[config.mk]
export PLATFORM = sky130hd
export DESIGN_NAME = xfer_arbiter_flat
export DESIGN_NICKNAME = d
export VERILOG_FILES = /design/src/logic/cdsys_pkg.sv /design/src/logic/xfer_bus_if.sv /design/src/logic/xfer_arbiter.sv /design/src/flat_wrapper.sv
export SDC_FILE = /design/constraint.sdc
export NUM_CORES = 1
export LEC_CHECK = 0
export ABC_CLOCK_PERIOD_IN_PS = 3030
export BUFFER_PORTS_ARGS = -buffer_cell sky130_fd_sc_hd__buf_2
export CAP_MARGIN = 30
export CORE_ASPECT_RATIO = 1.1
export CORE_UTILIZATION = 39
export CTS_CLUSTER_DIAMETER = 50
export DETAILED_ROUTE_END_ITERATION = 8
export PLACE_DENSITY = 0.77
export SYNTH_ARGS = -nofsm -noshare
export SYNTH_HDL_FRONTEND = slang
export SYNTH_SLANG_ARGS = --single-unit
export TNS_END_PERCENT = 50
[constraint.sdc]
create_clock -name clk_sys -period 3.03 [get_ports clk_sys]
set_clock_uncertainty 0.2 [all_clocks]
set_input_delay 0.303 -clock clk_sys [delete_from_list [all_inputs] [get_ports clk_sys]]
set_output_delay 0.303 -clock clk_sys [all_outputs]
set_load 0.05 [all_outputs]
[src/logic/cdsys_pkg.sv]
//====================================================================
// Shared definitions for the transfer controller
// Bus widths, host register offsets, area and DMA mode codes,
// microcode words and the data word union
//====================================================================

package cdsys_pkg;

	localparam int ADDR_W  = 23;          // Host word address
	localparam int BADDR_W = ADDR_W + 1;  // Byte address used by the DMA
	localparam int DATA_W  = 16;
	localparam int UP_W    = 19;          // Upload zone word address
	localparam int AREA_W  = 3;
	localparam int MODE_W  = 3;

	//================================================================
	// Host register map, word offsets inside the FF0000 page
	//================================================================
	localparam logic [ADDR_W-9:0] REG_PAGE = 15'h7F80;
	localparam logic [7:0] REG_START     = 8'h30;  // FF0061, low byte
	localparam logic [7:0] REG_ADDR_A_HI = 8'h32;
	localparam logic [7:0] REG_ADDR_A_LO = 8'h33;
	localparam logic [7:0] REG_ADDR_B_HI = 8'h34;
	localparam logic [7:0] REG_ADDR_B_LO = 8'h35;
	localparam logic [7:0] REG_VALUE_HI  = 8'h36;
	localparam logic [7:0] REG_COUNT_HI  = 8'h38;
	localparam logic [7:0] REG_COUNT_LO  = 8'h39;
	localparam logic [7:0] REG_UCODE0    = 8'h3F;
	localparam logic [7:0] REG_AREA_SEL  = 8'h82;
	localparam logic [7:0] REG_MAP_SPR   = 8'h90;
	localparam logic [7:0] REG_MAP_PCM   = 8'h91;
	localparam logic [7:0] REG_MAP_Z80   = 8'h93;
	localparam logic [7:0] REG_MAP_FIX   = 8'h94;
	localparam logic [7:0] REG_UNMAP_SPR = 8'hA0;
	localparam logic [7:0] REG_UNMAP_PCM = 8'hA1;
	localparam logic [7:0] REG_UNMAP_Z80 = 8'hA3;
	localparam logic [7:0] REG_UNMAP_FIX = 8'hA4;
	localparam int START_BIT = 6;

	localparam logic [3:0] UPLOAD_NIBBLE = 4'hE;

	// Upload areas
	localparam logic [AREA_W-1:0] AREA_SPR  = 3'd0;
	localparam logic [AREA_W-1:0] AREA_PCM  = 3'd1;
	localparam logic [AREA_W-1:0] AREA_Z80  = 3'd4;
	localparam logic [AREA_W-1:0] AREA_FIX  = 3'd5;
	localparam logic [AREA_W-1:0] AREA_NONE = 3'd3;  // Selected area not mapped
	localparam logic [AREA_W-1:0] AREA_CUR  = 3'd7;  // Follow the host area select

	// DMA modes
	localparam logic [MODE_W-1:0] MODE_CD_WORD   = 3'd0;
	localparam logic [MODE_W-1:0] MODE_CD_BYTE   = 3'd1;
	localparam logic [MODE_W-1:0] MODE_COPY_WORD = 3'd2;
	localparam logic [MODE_W-1:0] MODE_FILL      = 3'd4;

	// First microcode word of each known program
	localparam logic [DATA_W-1:0] UCODE_CD_WORD_A = 16'hFF89;
	localparam logic [DATA_W-1:0] UCODE_CD_WORD_B = 16'hFFC5;
	localparam logic [DATA_W-1:0] UCODE_CD_BYTE   = 16'hFC2D;
	localparam logic [DATA_W-1:0] UCODE_COPY_A    = 16'hFE6D;
	localparam logic [DATA_W-1:0] UCODE_COPY_B    = 16'hFE3D;
	localparam logic [DATA_W-1:0] UCODE_FILL_A    = 16'hFFCD;
	localparam logic [DATA_W-1:0] UCODE_FILL_B    = 16'hFFDD;

	typedef union packed {
		logic [DATA_W-1:0] word;
		struct packed {
			logic [7:0] hi;
			logic [7:0] lo;
		} bytes;
	} data_word_u;

endpackage

[src/logic/xfer_bus_if.sv]
//====================================================================
// Request and grant link between one requester and the arbiter
//====================================================================

`timescale 1ns/10ps

interface xfer_bus_if import cdsys_pkg::*; ();

	logic req;                 // Held until gnt
	logic wr;                  // Write to the upload zone this cycle
	logic [UP_W-1:0] addr;
	logic [DATA_W-1:0] data;
	logic [AREA_W-1:0] area;
	logic gnt;

	modport requester (
		output req, wr, addr, data, area,
		input  gnt
	);

	modport arbiter (
		input  req, wr, addr, data, area,
		output gnt
	);

endinterface

[src/logic/xfer_arbiter.sv]
//====================================================================
// Transfer bus arbiter
// Grant between host and DMA engine, registered write and area strobes
//====================================================================

`timescale 1ns/10ps

module xfer_arbiter import cdsys_pkg::*; (
	input  logic clk_sys,
	input  logic nRESET,
	xfer_bus_if.arbiter host_bus,
	xfer_bus_if.arbiter dma_bus,
	output logic host_ready,
	output logic [UP_W-1:0] tr_addr,
	output logic [DATA_W-1:0] tr_data,
	output logic tr_wr_spr,
	output logic tr_wr_pcm,
	output logic tr_wr_z80,
	output logic tr_wr_fix
);

	logic own_host;     // Host held the bus last cycle
	logic gnt_host, gnt_dma;
	logic wr_host, wr_dma;
	logic any_wr;
	logic [AREA_W-1:0] area;

	// DMA wins unless the host is mid-burst, and keeps the bus while it requests
	assign gnt_dma      = dma_bus.req & ~(own_host & host_bus.req);
	assign gnt_host     = host_bus.req & ~gnt_dma;
	assign dma_bus.gnt  = gnt_dma;
	assign host_bus.gnt = gnt_host;
	assign host_ready   = ~gnt_dma;

	// wr is only raised for addresses in the upload zone
	assign wr_dma  = gnt_dma & dma_bus.wr;
	assign wr_host = gnt_host & host_bus.wr;
	assign any_wr  = wr_dma | wr_host;
	assign area    = (wr_dma && dma_bus.area != AREA_CUR) ? dma_bus.area : host_bus.area;

	always_ff @(posedge clk_sys)
	begin
		if (!nRESET)
		begin
			own_host  <= 1'b0;
			tr_wr_spr <= 1'b0;
			tr_wr_pcm <= 1'b0;
			tr_wr_z80 <= 1'b0;
			tr_wr_fix <= 1'b0;
		end
		else
		begin
			own_host  <= gnt_host;
			tr_wr_spr <= any_wr & (area == AREA_SPR);
			tr_wr_pcm <= any_wr & (area == AREA_PCM);
			tr_wr_z80 <= any_wr & (area == AREA_Z80);
			tr_wr_fix <= any_wr & (area == AREA_FIX);
		end
	end

	always_ff @(posedge clk_sys)
	begin
		if (wr_dma)
		begin
			tr_addr <= dma_bus.addr;
			tr_data <= dma_bus.data;
		end
		else if (wr_host)
		begin
			tr_addr <= host_bus.addr;
			tr_data <= host_bus.data;
		end
	end

endmodule

[src/flat_wrapper.sv]
// flat-port wrapper written by rule: the top's interface ports become plain ports
module xfer_arbiter_flat import cdsys_pkg::*;
  (clk_sys, nRESET, host_ready, tr_addr, tr_data, tr_wr_spr, tr_wr_pcm, tr_wr_z80, tr_wr_fix, host_bus_req, host_bus_wr, host_bus_addr, host_bus_data, host_bus_area, host_bus_gnt, dma_bus_req, dma_bus_wr, dma_bus_addr, dma_bus_data, dma_bus_area, dma_bus_gnt);
  xfer_bus_if host_bus_i ();
  xfer_bus_if dma_bus_i ();
  input  logic clk_sys;
  input  logic nRESET;
  output logic host_ready;
  output logic [UP_W-1:0] tr_addr;
  output logic [DATA_W-1:0] tr_data;
  output logic tr_wr_spr;
  output logic tr_wr_pcm;
  output logic tr_wr_z80;
  output logic tr_wr_fix;
  input wire logic [$bits(host_bus_i.req)-1:0] host_bus_req;
  input wire logic [$bits(host_bus_i.wr)-1:0] host_bus_wr;
  input wire logic [$bits(host_bus_i.addr)-1:0] host_bus_addr;
  input wire logic [$bits(host_bus_i.data)-1:0] host_bus_data;
  input wire logic [$bits(host_bus_i.area)-1:0] host_bus_area;
  output wire logic [$bits(host_bus_i.gnt)-1:0] host_bus_gnt;
  input wire logic [$bits(dma_bus_i.req)-1:0] dma_bus_req;
  input wire logic [$bits(dma_bus_i.wr)-1:0] dma_bus_wr;
  input wire logic [$bits(dma_bus_i.addr)-1:0] dma_bus_addr;
  input wire logic [$bits(dma_bus_i.data)-1:0] dma_bus_data;
  input wire logic [$bits(dma_bus_i.area)-1:0] dma_bus_area;
  output wire logic [$bits(dma_bus_i.gnt)-1:0] dma_bus_gnt;
  assign host_bus_i.req = host_bus_req;
  assign host_bus_i.wr = host_bus_wr;
  assign host_bus_i.addr = host_bus_addr;
  assign host_bus_i.data = host_bus_data;
  assign host_bus_i.area = host_bus_area;
  assign host_bus_gnt = host_bus_i.gnt;
  assign dma_bus_i.req = dma_bus_req;
  assign dma_bus_i.wr = dma_bus_wr;
  assign dma_bus_i.addr = dma_bus_addr;
  assign dma_bus_i.data = dma_bus_data;
  assign dma_bus_i.area = dma_bus_area;
  assign dma_bus_gnt = dma_bus_i.gnt;
  xfer_arbiter u_core (.clk_sys(clk_sys), .nRESET(nRESET), .host_bus(host_bus_i), .dma_bus(dma_bus_i), .host_ready(host_ready), .tr_addr(tr_addr), .tr_data(tr_data), .tr_wr_spr(tr_wr_spr), .tr_wr_pcm(tr_wr_pcm), .tr_wr_z80(tr_wr_z80), .tr_wr_fix(tr_wr_fix));
endmodule
==> results of run 1 <==
## Yosys cell counts
| master | n | area [um2] |
|---|---|---|
| a21o_1 | 1 | 7.510 |
| a21oi_1 | 1 | 5.000 |
| a21oi_2 | 2 | 17.52 |
| a32oi_2 | 1 | 16.27 |
| a41oi_1 | 2 | 17.52 |
| and2_1 | 1 | 6.260 |
| and3_4 | 1 | 11.26 |
| and3b_1 | 1 | 8.760 |
| buf_2 | 2 | 10.01 |
| buf_6 | 2 | 22.52 |
| dfxtp_1 | 5 | 100.1 |
| edfxtp_1 | 35 | 1051 |
| inv_1 | 4 | 15.01 |
| mux2_2 | 26 | 292.8 |
| mux2_4 | 9 | 135.1 |
| nand2_1 | 4 | 15.01 |
| nand2_2 | 1 | 6.260 |
| nor2b_1 | 1 | 6.260 |
| nor3_1 | 1 | 5.000 |
| nor3b_1 | 2 | 15.01 |
| o31ai_1 | 1 | 7.510 |
## path summary, 6_finish.rpt
kind,endpoint,cells past startpoint,start
worst max register to register,u_core.tr_data[13],4,u_core.own_host
worst min register to register,u_core.own_host,2,u_core.own_host
worst min-delay path,u_core.own_host,2,dma_bus_req
worst max-delay path,u_core.tr_data[13],4,u_core.own_host
## power groups by stage
stage               Combinational (mW)  Clock, mW  Sequential (mW)
floorplan                       0.0916          0            0.789
global placement                 0.305          0            0.665
detailed placement               0.309          0            0.666
CTS                              0.309      0.424            0.654
global route                     0.324      0.440            0.656
finish                           0.306      0.409            0.653
## stage by stage
stage	instance area (um2)	power, mW	worst slack, ns	hold WS (ns)
final	2537	1.368	0.9706	0.08798
after detailed placement	2430	0.9748	0.8227	0.2898
after CTS	2537	1.387	0.9302	0.07808
after global routing	2537	1.420	0.8306	0.09157
after global placement	2430	0.9701	0.8603	0.2996
after floorplan	1772	0.8802	0.2825	0.2183
## sequential cells by signal (all words and copies together), names as in the netlist
name	cells
u_core.tr_addr	19
u_core.tr_data	16
u_core.own_host	1
u_core.tr_wr_fix	1
u_core.tr_wr_pcm	1
u_core.tr_wr_spr	1
u_core.tr_wr_z80	1
## area by class of cell
type                       instances  area [um2]  share of cell area (%)
timing repair buffer             124       623.1                   24.56
clock inverter                     2       35.03                   1.381
clock buffer                       6       72.57                   2.860
sequential                        40        1151                   45.36
inverter                           4       15.01                  0.5917
multi-input combinational         55       573.1                   22.58
tap                               54       67.56                   2.663
## cells by family (layout without fill, tap and decap cells)
| kind of cell | Yosys count | in the layout | share of synthesized area [%] |
|---|---|---|---|
| simple gates | 12 | 12 | 4.167 |
| mux | 35 | 35 | 24.15 |
| flops | 40 | 40 | 64.97 |
| compound gates | 8 | 8 | 4.026 |
| buf+inv | 8 | 136 | 2.683 |
## layout by cell type, fill, tap and decap left out, types with 2 or more instances in the layout
cell type | Yosys | final
clkbuf_8 | 0 | 5
nor3b_1 | 2 | 2
edfxtp_1 | 35 | 35
mux2_2 | 26 | 26
nand2_1 | 4 | 4
inv_1 | 4 | 4
a21oi_2 | 2 | 2
mux2_4 | 9 | 9
buf_2 | 2 | 123
dfxtp_1 | 5 | 5
a41oi_1 | 2 | 2
## critical path, stage by stage, from the launching register on
cell and delay (ns):
dfxtp_1 0.32, nand2_2 0.09, and3_4 0.56, a21o_1 0.14
buf_4 0.38
## per-layer routing
metal	up-vias	wire length, um	share of wire (%)
met5	-	0	0
met4	0	68	1.9
met3	10	437	12
met2	78	1799	50
met1	582	1289	36
li1	645	-	-
==> results.yml, run 1 <==
cells_and_area:
  final_net_count: 312
  flow.area_growth_from_synthesis_pct: 43.22
  drive_gt1_share_pct: 74.03
  fillers: 362
  final_cells: 285
  layout.core_utilization_pct: 58.78
  antenna-diode-count: 0
worst_setup_path:
  startpoint_type: "flip-flop"
  end_kind: "flip-flop"
  critPathKind: "flip-flop to flip-flop"
  r2r_setup_slack_ns: 0.97
  required_ns: 2.76
  cp_max_fo: 39
  timing.critical_path.arrival_ns: 1.79
timing:
  final_min_period_over_clock_period_pct: 67.97
  timing.final.max_slew_violations: 0
  worst-slew-pin-transition_ns: 0.5635
  fmax_mhz: 485.6
  finalWorstPathRequiredPeriod_ns: 2.059
  rsz0062_at_grt: "false"
  report.final.setup_viol: 0
  timing.final.hold_violations: 0
  worst_slew_margin_rel_pct: 62.43
  totalNegativeSetupSlack_ns: 0
global_route:
  globalRouteTotalUtil_pct: 14.63
  antenna_found_initial: 0
  grt.busiest_layer: "met2"
  groute.layer.met1.usage_pct: 14.78
  globalRouteOverflowTotal: 0
  via_count_of_the_first_global_routing_pass: 1123
  wire_length_of_the_first_global_routing_pass_um: 5030
  grt_max_degree: 40
  global_routing_met2_resource_utilization_pct: 25.40
  globalRouteMet3Util_pct: 5.938
routing:
  drt_pre_antenna_iters: 4
  routed_via_density: 4.614
  drtAntennaViolNets: 0
  drt_iter0_drc: 46
  drc_errors: 0
  total_routed_wirelength_um: 3595
  dr_total_vias: 1315
  route.detailed.wl_per_inst_um: 12.61
clocking:
  tritoncts: "built"
  cts_setup_buffers: 0
  clock-sinks: 40
  cts.path.max_buffers: 2
  cts_inserted_buffers: 5
  holdBufCountCts: 0
  number_of_h_tree_branching_levels: 2
  clk_transition_reported_paths_ns: 0.07
  clock_insertion_delay_worst_skew_ns: 0.28
  cts_resized: 0
  ctsRootBufferMaster: "clkbuf_8"
power_and_ir_drop:
  sw_share_pct: 27.03
  pwr-share-comb_pct: 22.4
  share_clk_of_total_power_pct: 29.9
  power_per_cell_area_nw_per_um2: 539.0
  leakage_nw: 1.160
  seqPwrFrac_pct: 47.8
  p_sw_mw: 0.3697
  cellInternalPower_mw: 0.9979
  vdd_drop_max_mv: 0.3297
yosys:
  syn-num-nets: 185
  ys_warn_count: 0
  synthesis.area_um2: 1772
  synthesized_flop_and_latch_total: 40
  post_synth_num_cell_types: 21
  synth.yosys.seq_area_share_pct: 64.97
  post_synth.cell_area_avg_um2: 17.20
  number_of_standard_cells_after_synthesis: 103
floorplan:
  floorplan.die_area_um2: 4817
  fp.dieW_um: 66.27
  io-pin-count: 124
  fp.dieH_um: 72.69
  fp.coreArea_um2: 4317
  initial_util_pct: 41.04
  placementRows: 25
placement:
  io_buffers: 123
  placed_cells_incl_taps: 277
  routabilityCongestion: 0.7128
  post-dp-hpwl_um: 2786
job:
  max_cap_viol_count: 0
hold_path:
  hold_path.class: "primary input to flip-flop"
status:
  status: "finished, final reports clean"
(Power assumes the default switching activity.)
==> inputs of run 2 (changes only) <==
- ABC_CLOCK_PERIOD_IN_PS: 3030 -> 1700
- CORE_UTILIZATION: 39 -> 37
- PLACE_DENSITY: 0.77 -> 0.76
- clock period: 3.03 -> 1.7 ns (I/O delays scaled with it)
==> results.yml, run 2 (synthesized netlist as in run 1, its figures left out) <==
global_route:
  grt_max_degree: 23
  globalRouteOverflowTotal: 0
  antenna_found_initial: 0
  via_count_of_the_first_global_routing_pass: 1916
  wire_length_of_the_first_global_routing_pass_um: 8825
  globalRouteTotalUtil_pct: 25.20
worst_setup_path:
  worst_r2r_endpoint: "u_core.tr_addr[6]"
  startpoint_type: "flip-flop"
  critPathKind: "flip-flop to flip-flop"
  critical_path_startpoint: "u_core.own_host"
  r2r_setup_slack_ns: 0.06
  crit-reg2reg-launch: "u_core.own_host"
  required_ns: 1.54
  cp_max_fo: 22
  critical_path.endpoint: "u_core.tr_addr[6]"
  end_kind: "flip-flop"
  timing.critical_path.arrival_ns: 1.48
  ff2ff_path_depth: 4
power_and_ir_drop:
  pwr-share-comb_pct: 29.4
  seqPwrFrac_pct: 46.5
  power.total_mw: 2.508
  power_per_cell_area_nw_per_um2: 752.8
  vdd_drop_max_mv: 0.5152
  p_sw_mw: 0.7513
  sw_share_pct: 29.95
  leakage_nw: 1.493
  share_clk_of_total_power_pct: 24.1
  cellInternalPower_mw: 1.757
clocking:
  clock-sinks: 40
  tritoncts: "built"
  cts_inserted_buffers: 5
  ctsRootBufferMaster: "clkbuf_8"
  clk_transition_reported_paths_ns: 0.08
  clock_insertion_delay_worst_skew_ns: 0.28
  cts.path.max_buffers: 2
  cts_resized: 0
  number_of_h_tree_branching_levels: 2
cells_and_area:
  drive_gt1_share_pct: 58.17
  fillers: 293
  final_common_cell: "buf_2"
  antenna-diode-count: 0
  multi_input_comb_area_um2: 595.6
  final_net_count: 387
  max_ffs_per_register: 19
  final-seq-area_um2: 1152
  largestRegisters: "u_core.tr_addr: 19 flops, u_core.tr_data: 16 flops"
  layout_common_cells: "buf_2 (123), dlygate4sd3_1 (72), edfxtp_1 (35)"
  post-route-cell-area_um2: 3332
  largest_register: "u_core.tr_addr"
  flow.area_growth_from_synthesis_pct: 88.07
placement:
  place_ws_ns: 0.08303
  placedInstanceArea_um2: 2529
  post-dp-hpwl_um: 3099
  io_buffers: 123
  routabilityCongestion: 0.7528
routing:
  route.detailed.wl_per_inst_um: 16.99
  routed_via_density: 4.807
  drc_errors: 0
  drtAntennaViolNets: 0
  dr_total_vias: 1740
  total_routed_wirelength_um: 6151
  drt_pre_antenna_iters: 4
  drt_iter0_drc: 44
floorplan:
  fp.coreArea_um2: 4619
  floorplan.die_area_um2: 5069
  placementRows: 26
  initial_util_pct: 38.35
  fp.dieH_um: 74.58
  io-pin-count: 124
  fp.dieW_um: 67.98
timing:
  worst-slew-pin-transition_ns: 0.3253
  fmax_mhz: 608.6
  totalNegativeSetupSlack_ns: 0
  timing.final.hold_violations: 0
  worst_slew_margin_rel_pct: 78.13
  timing.final.max_slew_violations: 0
  postLayoutSetupSlackWorst_ns: 0.05695
  finalWorstPathRequiredPeriod_ns: 1.643
  final_min_period_over_clock_period_pct: 96.65
  rsz0062_at_grt: "false"
  report.final.setup_viol: 0
job:
  max_cap_viol_count: 0
hold_path:
  hold_path.class: "primary input to flip-flop"
status:
  status: "finished, final reports clean"
## run 2: repair_timing
item,CTS,global route
buffers inserted,0,0
endpoints found under the hold margin,36,1
endpoints found under the setup margin,0,0
hold buffers,71,1
## run 2: worst min path at each step
stage,start,to,cells past startpoint
floorplan,dma_bus_req,u_core.own_host,1
global placement,nRESET,u_core.own_host,3
detailed placement,nRESET,u_core.own_host,3
CTS,host_bus_addr[2],u_core.tr_addr[2],2
global route,host_bus_area[2],u_core.tr_wr_pcm,4
finish,host_bus_area[2],u_core.tr_wr_pcm,4
## run 2: layer usage
layer | part of all wire, % | GRT usage [%] | up-vias
met4 | 5.1 | 16.90 | 0
met3 | 7.0 | 7.209 | 30
li1 | - | - | 797
met5 | 0 | 0 | -
met1 | 30 | 21.44 | 808
met2 | 57 | 48.69 | 105
## run 2: cell type report
class                      count  share of cell area (%)
tap                           56                   2.103
clock buffer                   5                   2.065
sequential                    40                   34.59
clock inverter                 3                  0.4131
timing repair buffer         199                   42.51
multi-input combinational     55                   17.87
inverter                       4                  0.4506
## run 2: power by group through the flow
stage | combinational [mW] | clock (mW) | sequential, mW
5_1_grt | 0.776 | 0.659 | 1.17
4_1_cts | 0.715 | 0.617 | 1.16
3_3_place_gp | 0.577 | 0 | 1.18
3_5_place_dp | 0.590 | 0 | 1.19
2_1_floorplan | 0.171 | 0 | 1.40
6_report | 0.739 | 0.604 | 1.17
## run 2: worst max-delay path, stage by stage (launching register included)
cell	delay (ns)
dfxtp_2	0.34
nand2_4	0.08
and3_4	0.22
buf_12	0.19
mux2_2	0.36
## run 2: metrics by stage
stage | util, % | cells | hold WS, ns
after floorplan | - | 103 | 0.07776
after global placement | 54.74 | 282 | 0.2530
after detailed placement | 54.74 | 282 | 0.2533
after CTS | 71.91 | 361 | 0.003145
after global routing | 72.13 | 362 | 0.1161
final | 72.13 | 362 | 0.09825
==> inputs of run 3 (changes only) <==
--- a/config.mk
+++ b/config.mk
@@ -11,2 +11,3 @@
 export CORE_ASPECT_RATIO = 1.1
+export CORE_MARGIN = 2
 export CORE_UTILIZATION = 37
==> constraint.sdc (replaced) <==
create_clock -name clk_sys -period 1.7 [get_ports clk_sys]
set_clock_uncertainty 0.2 [all_clocks]
set_input_delay 0.085 -clock clk_sys [delete_from_list [all_inputs] [get_ports clk_sys]]
set_output_delay 0.085 -clock clk_sys [all_outputs]
set_load 0.05 [all_outputs]
==> results.yml, run 3 (synthesized netlist as in run 1, its figures left out) <==
worst_setup_path:
  critical-path-top-delay-family: "simple AND/OR/NAND/NOR gates"
  cp_max_fo: 7
  crit-reg2reg-launch: "u_core.own_host"
  startpoint_type: "flip-flop"
  worst_path_max_delay_cell: "dfxtp_2"
  crit_path_buffers_inverters: 1
  timing.critical_path.arrival_ns: 1.52
  ff2ff_path_depth: 4
  critPathKind: "flip-flop to flip-flop"
  crit_chain: "nand2_4, and3_4, clkbuf_16, mux2_2"
  r2r_setup_slack_ns: 0.02
  worst-path-stages: 4
  required_ns: 1.54
  worst_r2r_endpoint: "u_core.tr_addr[15]"
  worst_path_largest_cell_delay_ns: 0.35
  critical_path.endpoint: "u_core.tr_addr[15]"
  critical_path_startpoint: "u_core.own_host"
  end_kind: "flip-flop"
global_route:
  globalRouteTotalUtil_pct: 22.39
  antenna_found_initial: 0
  grt_max_degree: 16
  wire_length_of_the_first_global_routing_pass_um: 9218
  globalRouteOverflowTotal: 0
  via_count_of_the_first_global_routing_pass: 2024
cells_and_area:
  largestRegisters: "u_core.tr_addr: 19 flops, u_core.tr_data: 16 flops"
  layout_common_cells: "buf_2 (123), dlygate4sd3_1 (74), edfxtp_1 (35)"
  layout.core_utilization_pct: 74.73
  largest_register: "u_core.tr_addr"
  final_net_count: 396
  antenna-diode-count: 0
  max_ffs_per_register: 19
  flow.area_growth_from_synthesis_pct: 94.84
  final_common_cell: "buf_2"
  drive_gt1_share_pct: 58.73
  final_cells: 371
routing:
  routed_via_density: 4.776
  dr_total_vias: 1772
  total_routed_wirelength_um: 6226
  drt_iter0_drc: 39
  drtAntennaViolNets: 0
  drt_pre_antenna_iters: 4
  route.detailed.wl_per_inst_um: 16.78
  drc_errors: 0
timing:
  totalNegativeSetupSlack_ns: 0
  finalWorstPathRequiredPeriod_ns: 1.681
  fmax_mhz: 595.0
  timing.final.hold_violations: 0
  timing.final.max_slew_violations: 0
  report.final.setup_viol: 0
  worst-slew-pin-transition_ns: 0.3254
  worst_slew_margin_rel_pct: 78.12
  postLayoutSetupSlackWorst_ns: 0.01923
  final_min_period_over_clock_period_pct: 98.87
power_and_ir_drop:
  vdd_drop_max_mv: 0.5571
  power_per_cell_area_nw_per_um2: 736.1
  power.total_mw: 2.541
  leakage_nw: 1.551
floorplan:
  fp.dieH_um: 76.58
  initial_util_pct: 38.35
  fp.dieW_um: 69.98
  io-pin-count: 124
  floorplan.die_area_um2: 5358
  fp.coreArea_um2: 4619
  placementRows: 26
hold_path:
  hold_path.class: "primary input to flip-flop"
placement:
  routabilityCongestion: 0.6814
  placed_cells_incl_taps: 283
  post-dp-hpwl_um: 3057
  io_buffers: 123
  place_ws_ns: 0.04284
clocking:
  cts_inserted_buffers: 5
  clock-sinks: 40
  cts.path.max_buffers: 2
  clk_transition_reported_paths_ns: 0.08
  ctsRootBufferMaster: "clkbuf_8"
  tritoncts: "built"
  clock_insertion_delay_worst_skew_ns: 0.29
  number_of_h_tree_branching_levels: 2
  cts_resized: 0
status:
  status: "finished, final reports clean"
job:
  max_cap_viol_count: 0
## run 3: report_power, final
group	switching, mW	leakage (nW)	internal [mW]	total (mW)
clock network	0.331	0.0453	0.279	0.610
registers	0.0172	0.374	1.15	1.17
logic	0.413	1.13	0.351	0.764
total	0.762	1.55	1.78	2.54
## run 3: cell type report
cell class,count,area (um2)
fillers,277,1167
well taps,56,70.07
flip-flops and latches,40,1152
multi-input cells,56,603.1
inverters,4,15.01
clock buffers,5,68.82
clock inverters,3,13.76
repair buffers,207,1529
## run 3: per-layer routing
metal	global-route usage, %	vias up	wire, um	part of all wire [%]
li1	-	817	-	-
met1	20.84	825	2131	34
met2	43.90	110	3406	55
met3	6.085	20	496	8.0
met4	10.38	0	191	3.1
met5	0	-	0	0
## run 3: stage by stage
step	area, um2	hold slack, ns
floorplan	1803	-0.007240
global placement	2549	0.1749
detailed placement	2549	0.1805
CTS	3372	0.01046
global route	3452	0.05770
finish	3452	0.06322
## run 3: how the worst min path moves through the flow
stage / startpoint / endpoint / slack, ns / cells past startpoint
global route: host_bus_wr / u_core.tr_addr[1] / 0.06 / 2
floorplan: dma_bus_req / u_core.own_host / -0.007 / 1
global placement: nRESET / u_core.own_host / 0.17 / 3
finish: host_bus_wr / u_core.tr_addr[1] / 0.06 / 2
detailed placement: nRESET / u_core.own_host / 0.18 / 3
CTS: dma_bus_area[2] / u_core.tr_wr_spr / 0.01 / 4
## run 3: timing repair
item | CTS | global route
hold buffers | 74 | 0
setup buffers | 0 | 3
endpoints found under the setup margin | 0 | 18
hold endpoints to repair | 39 | 0
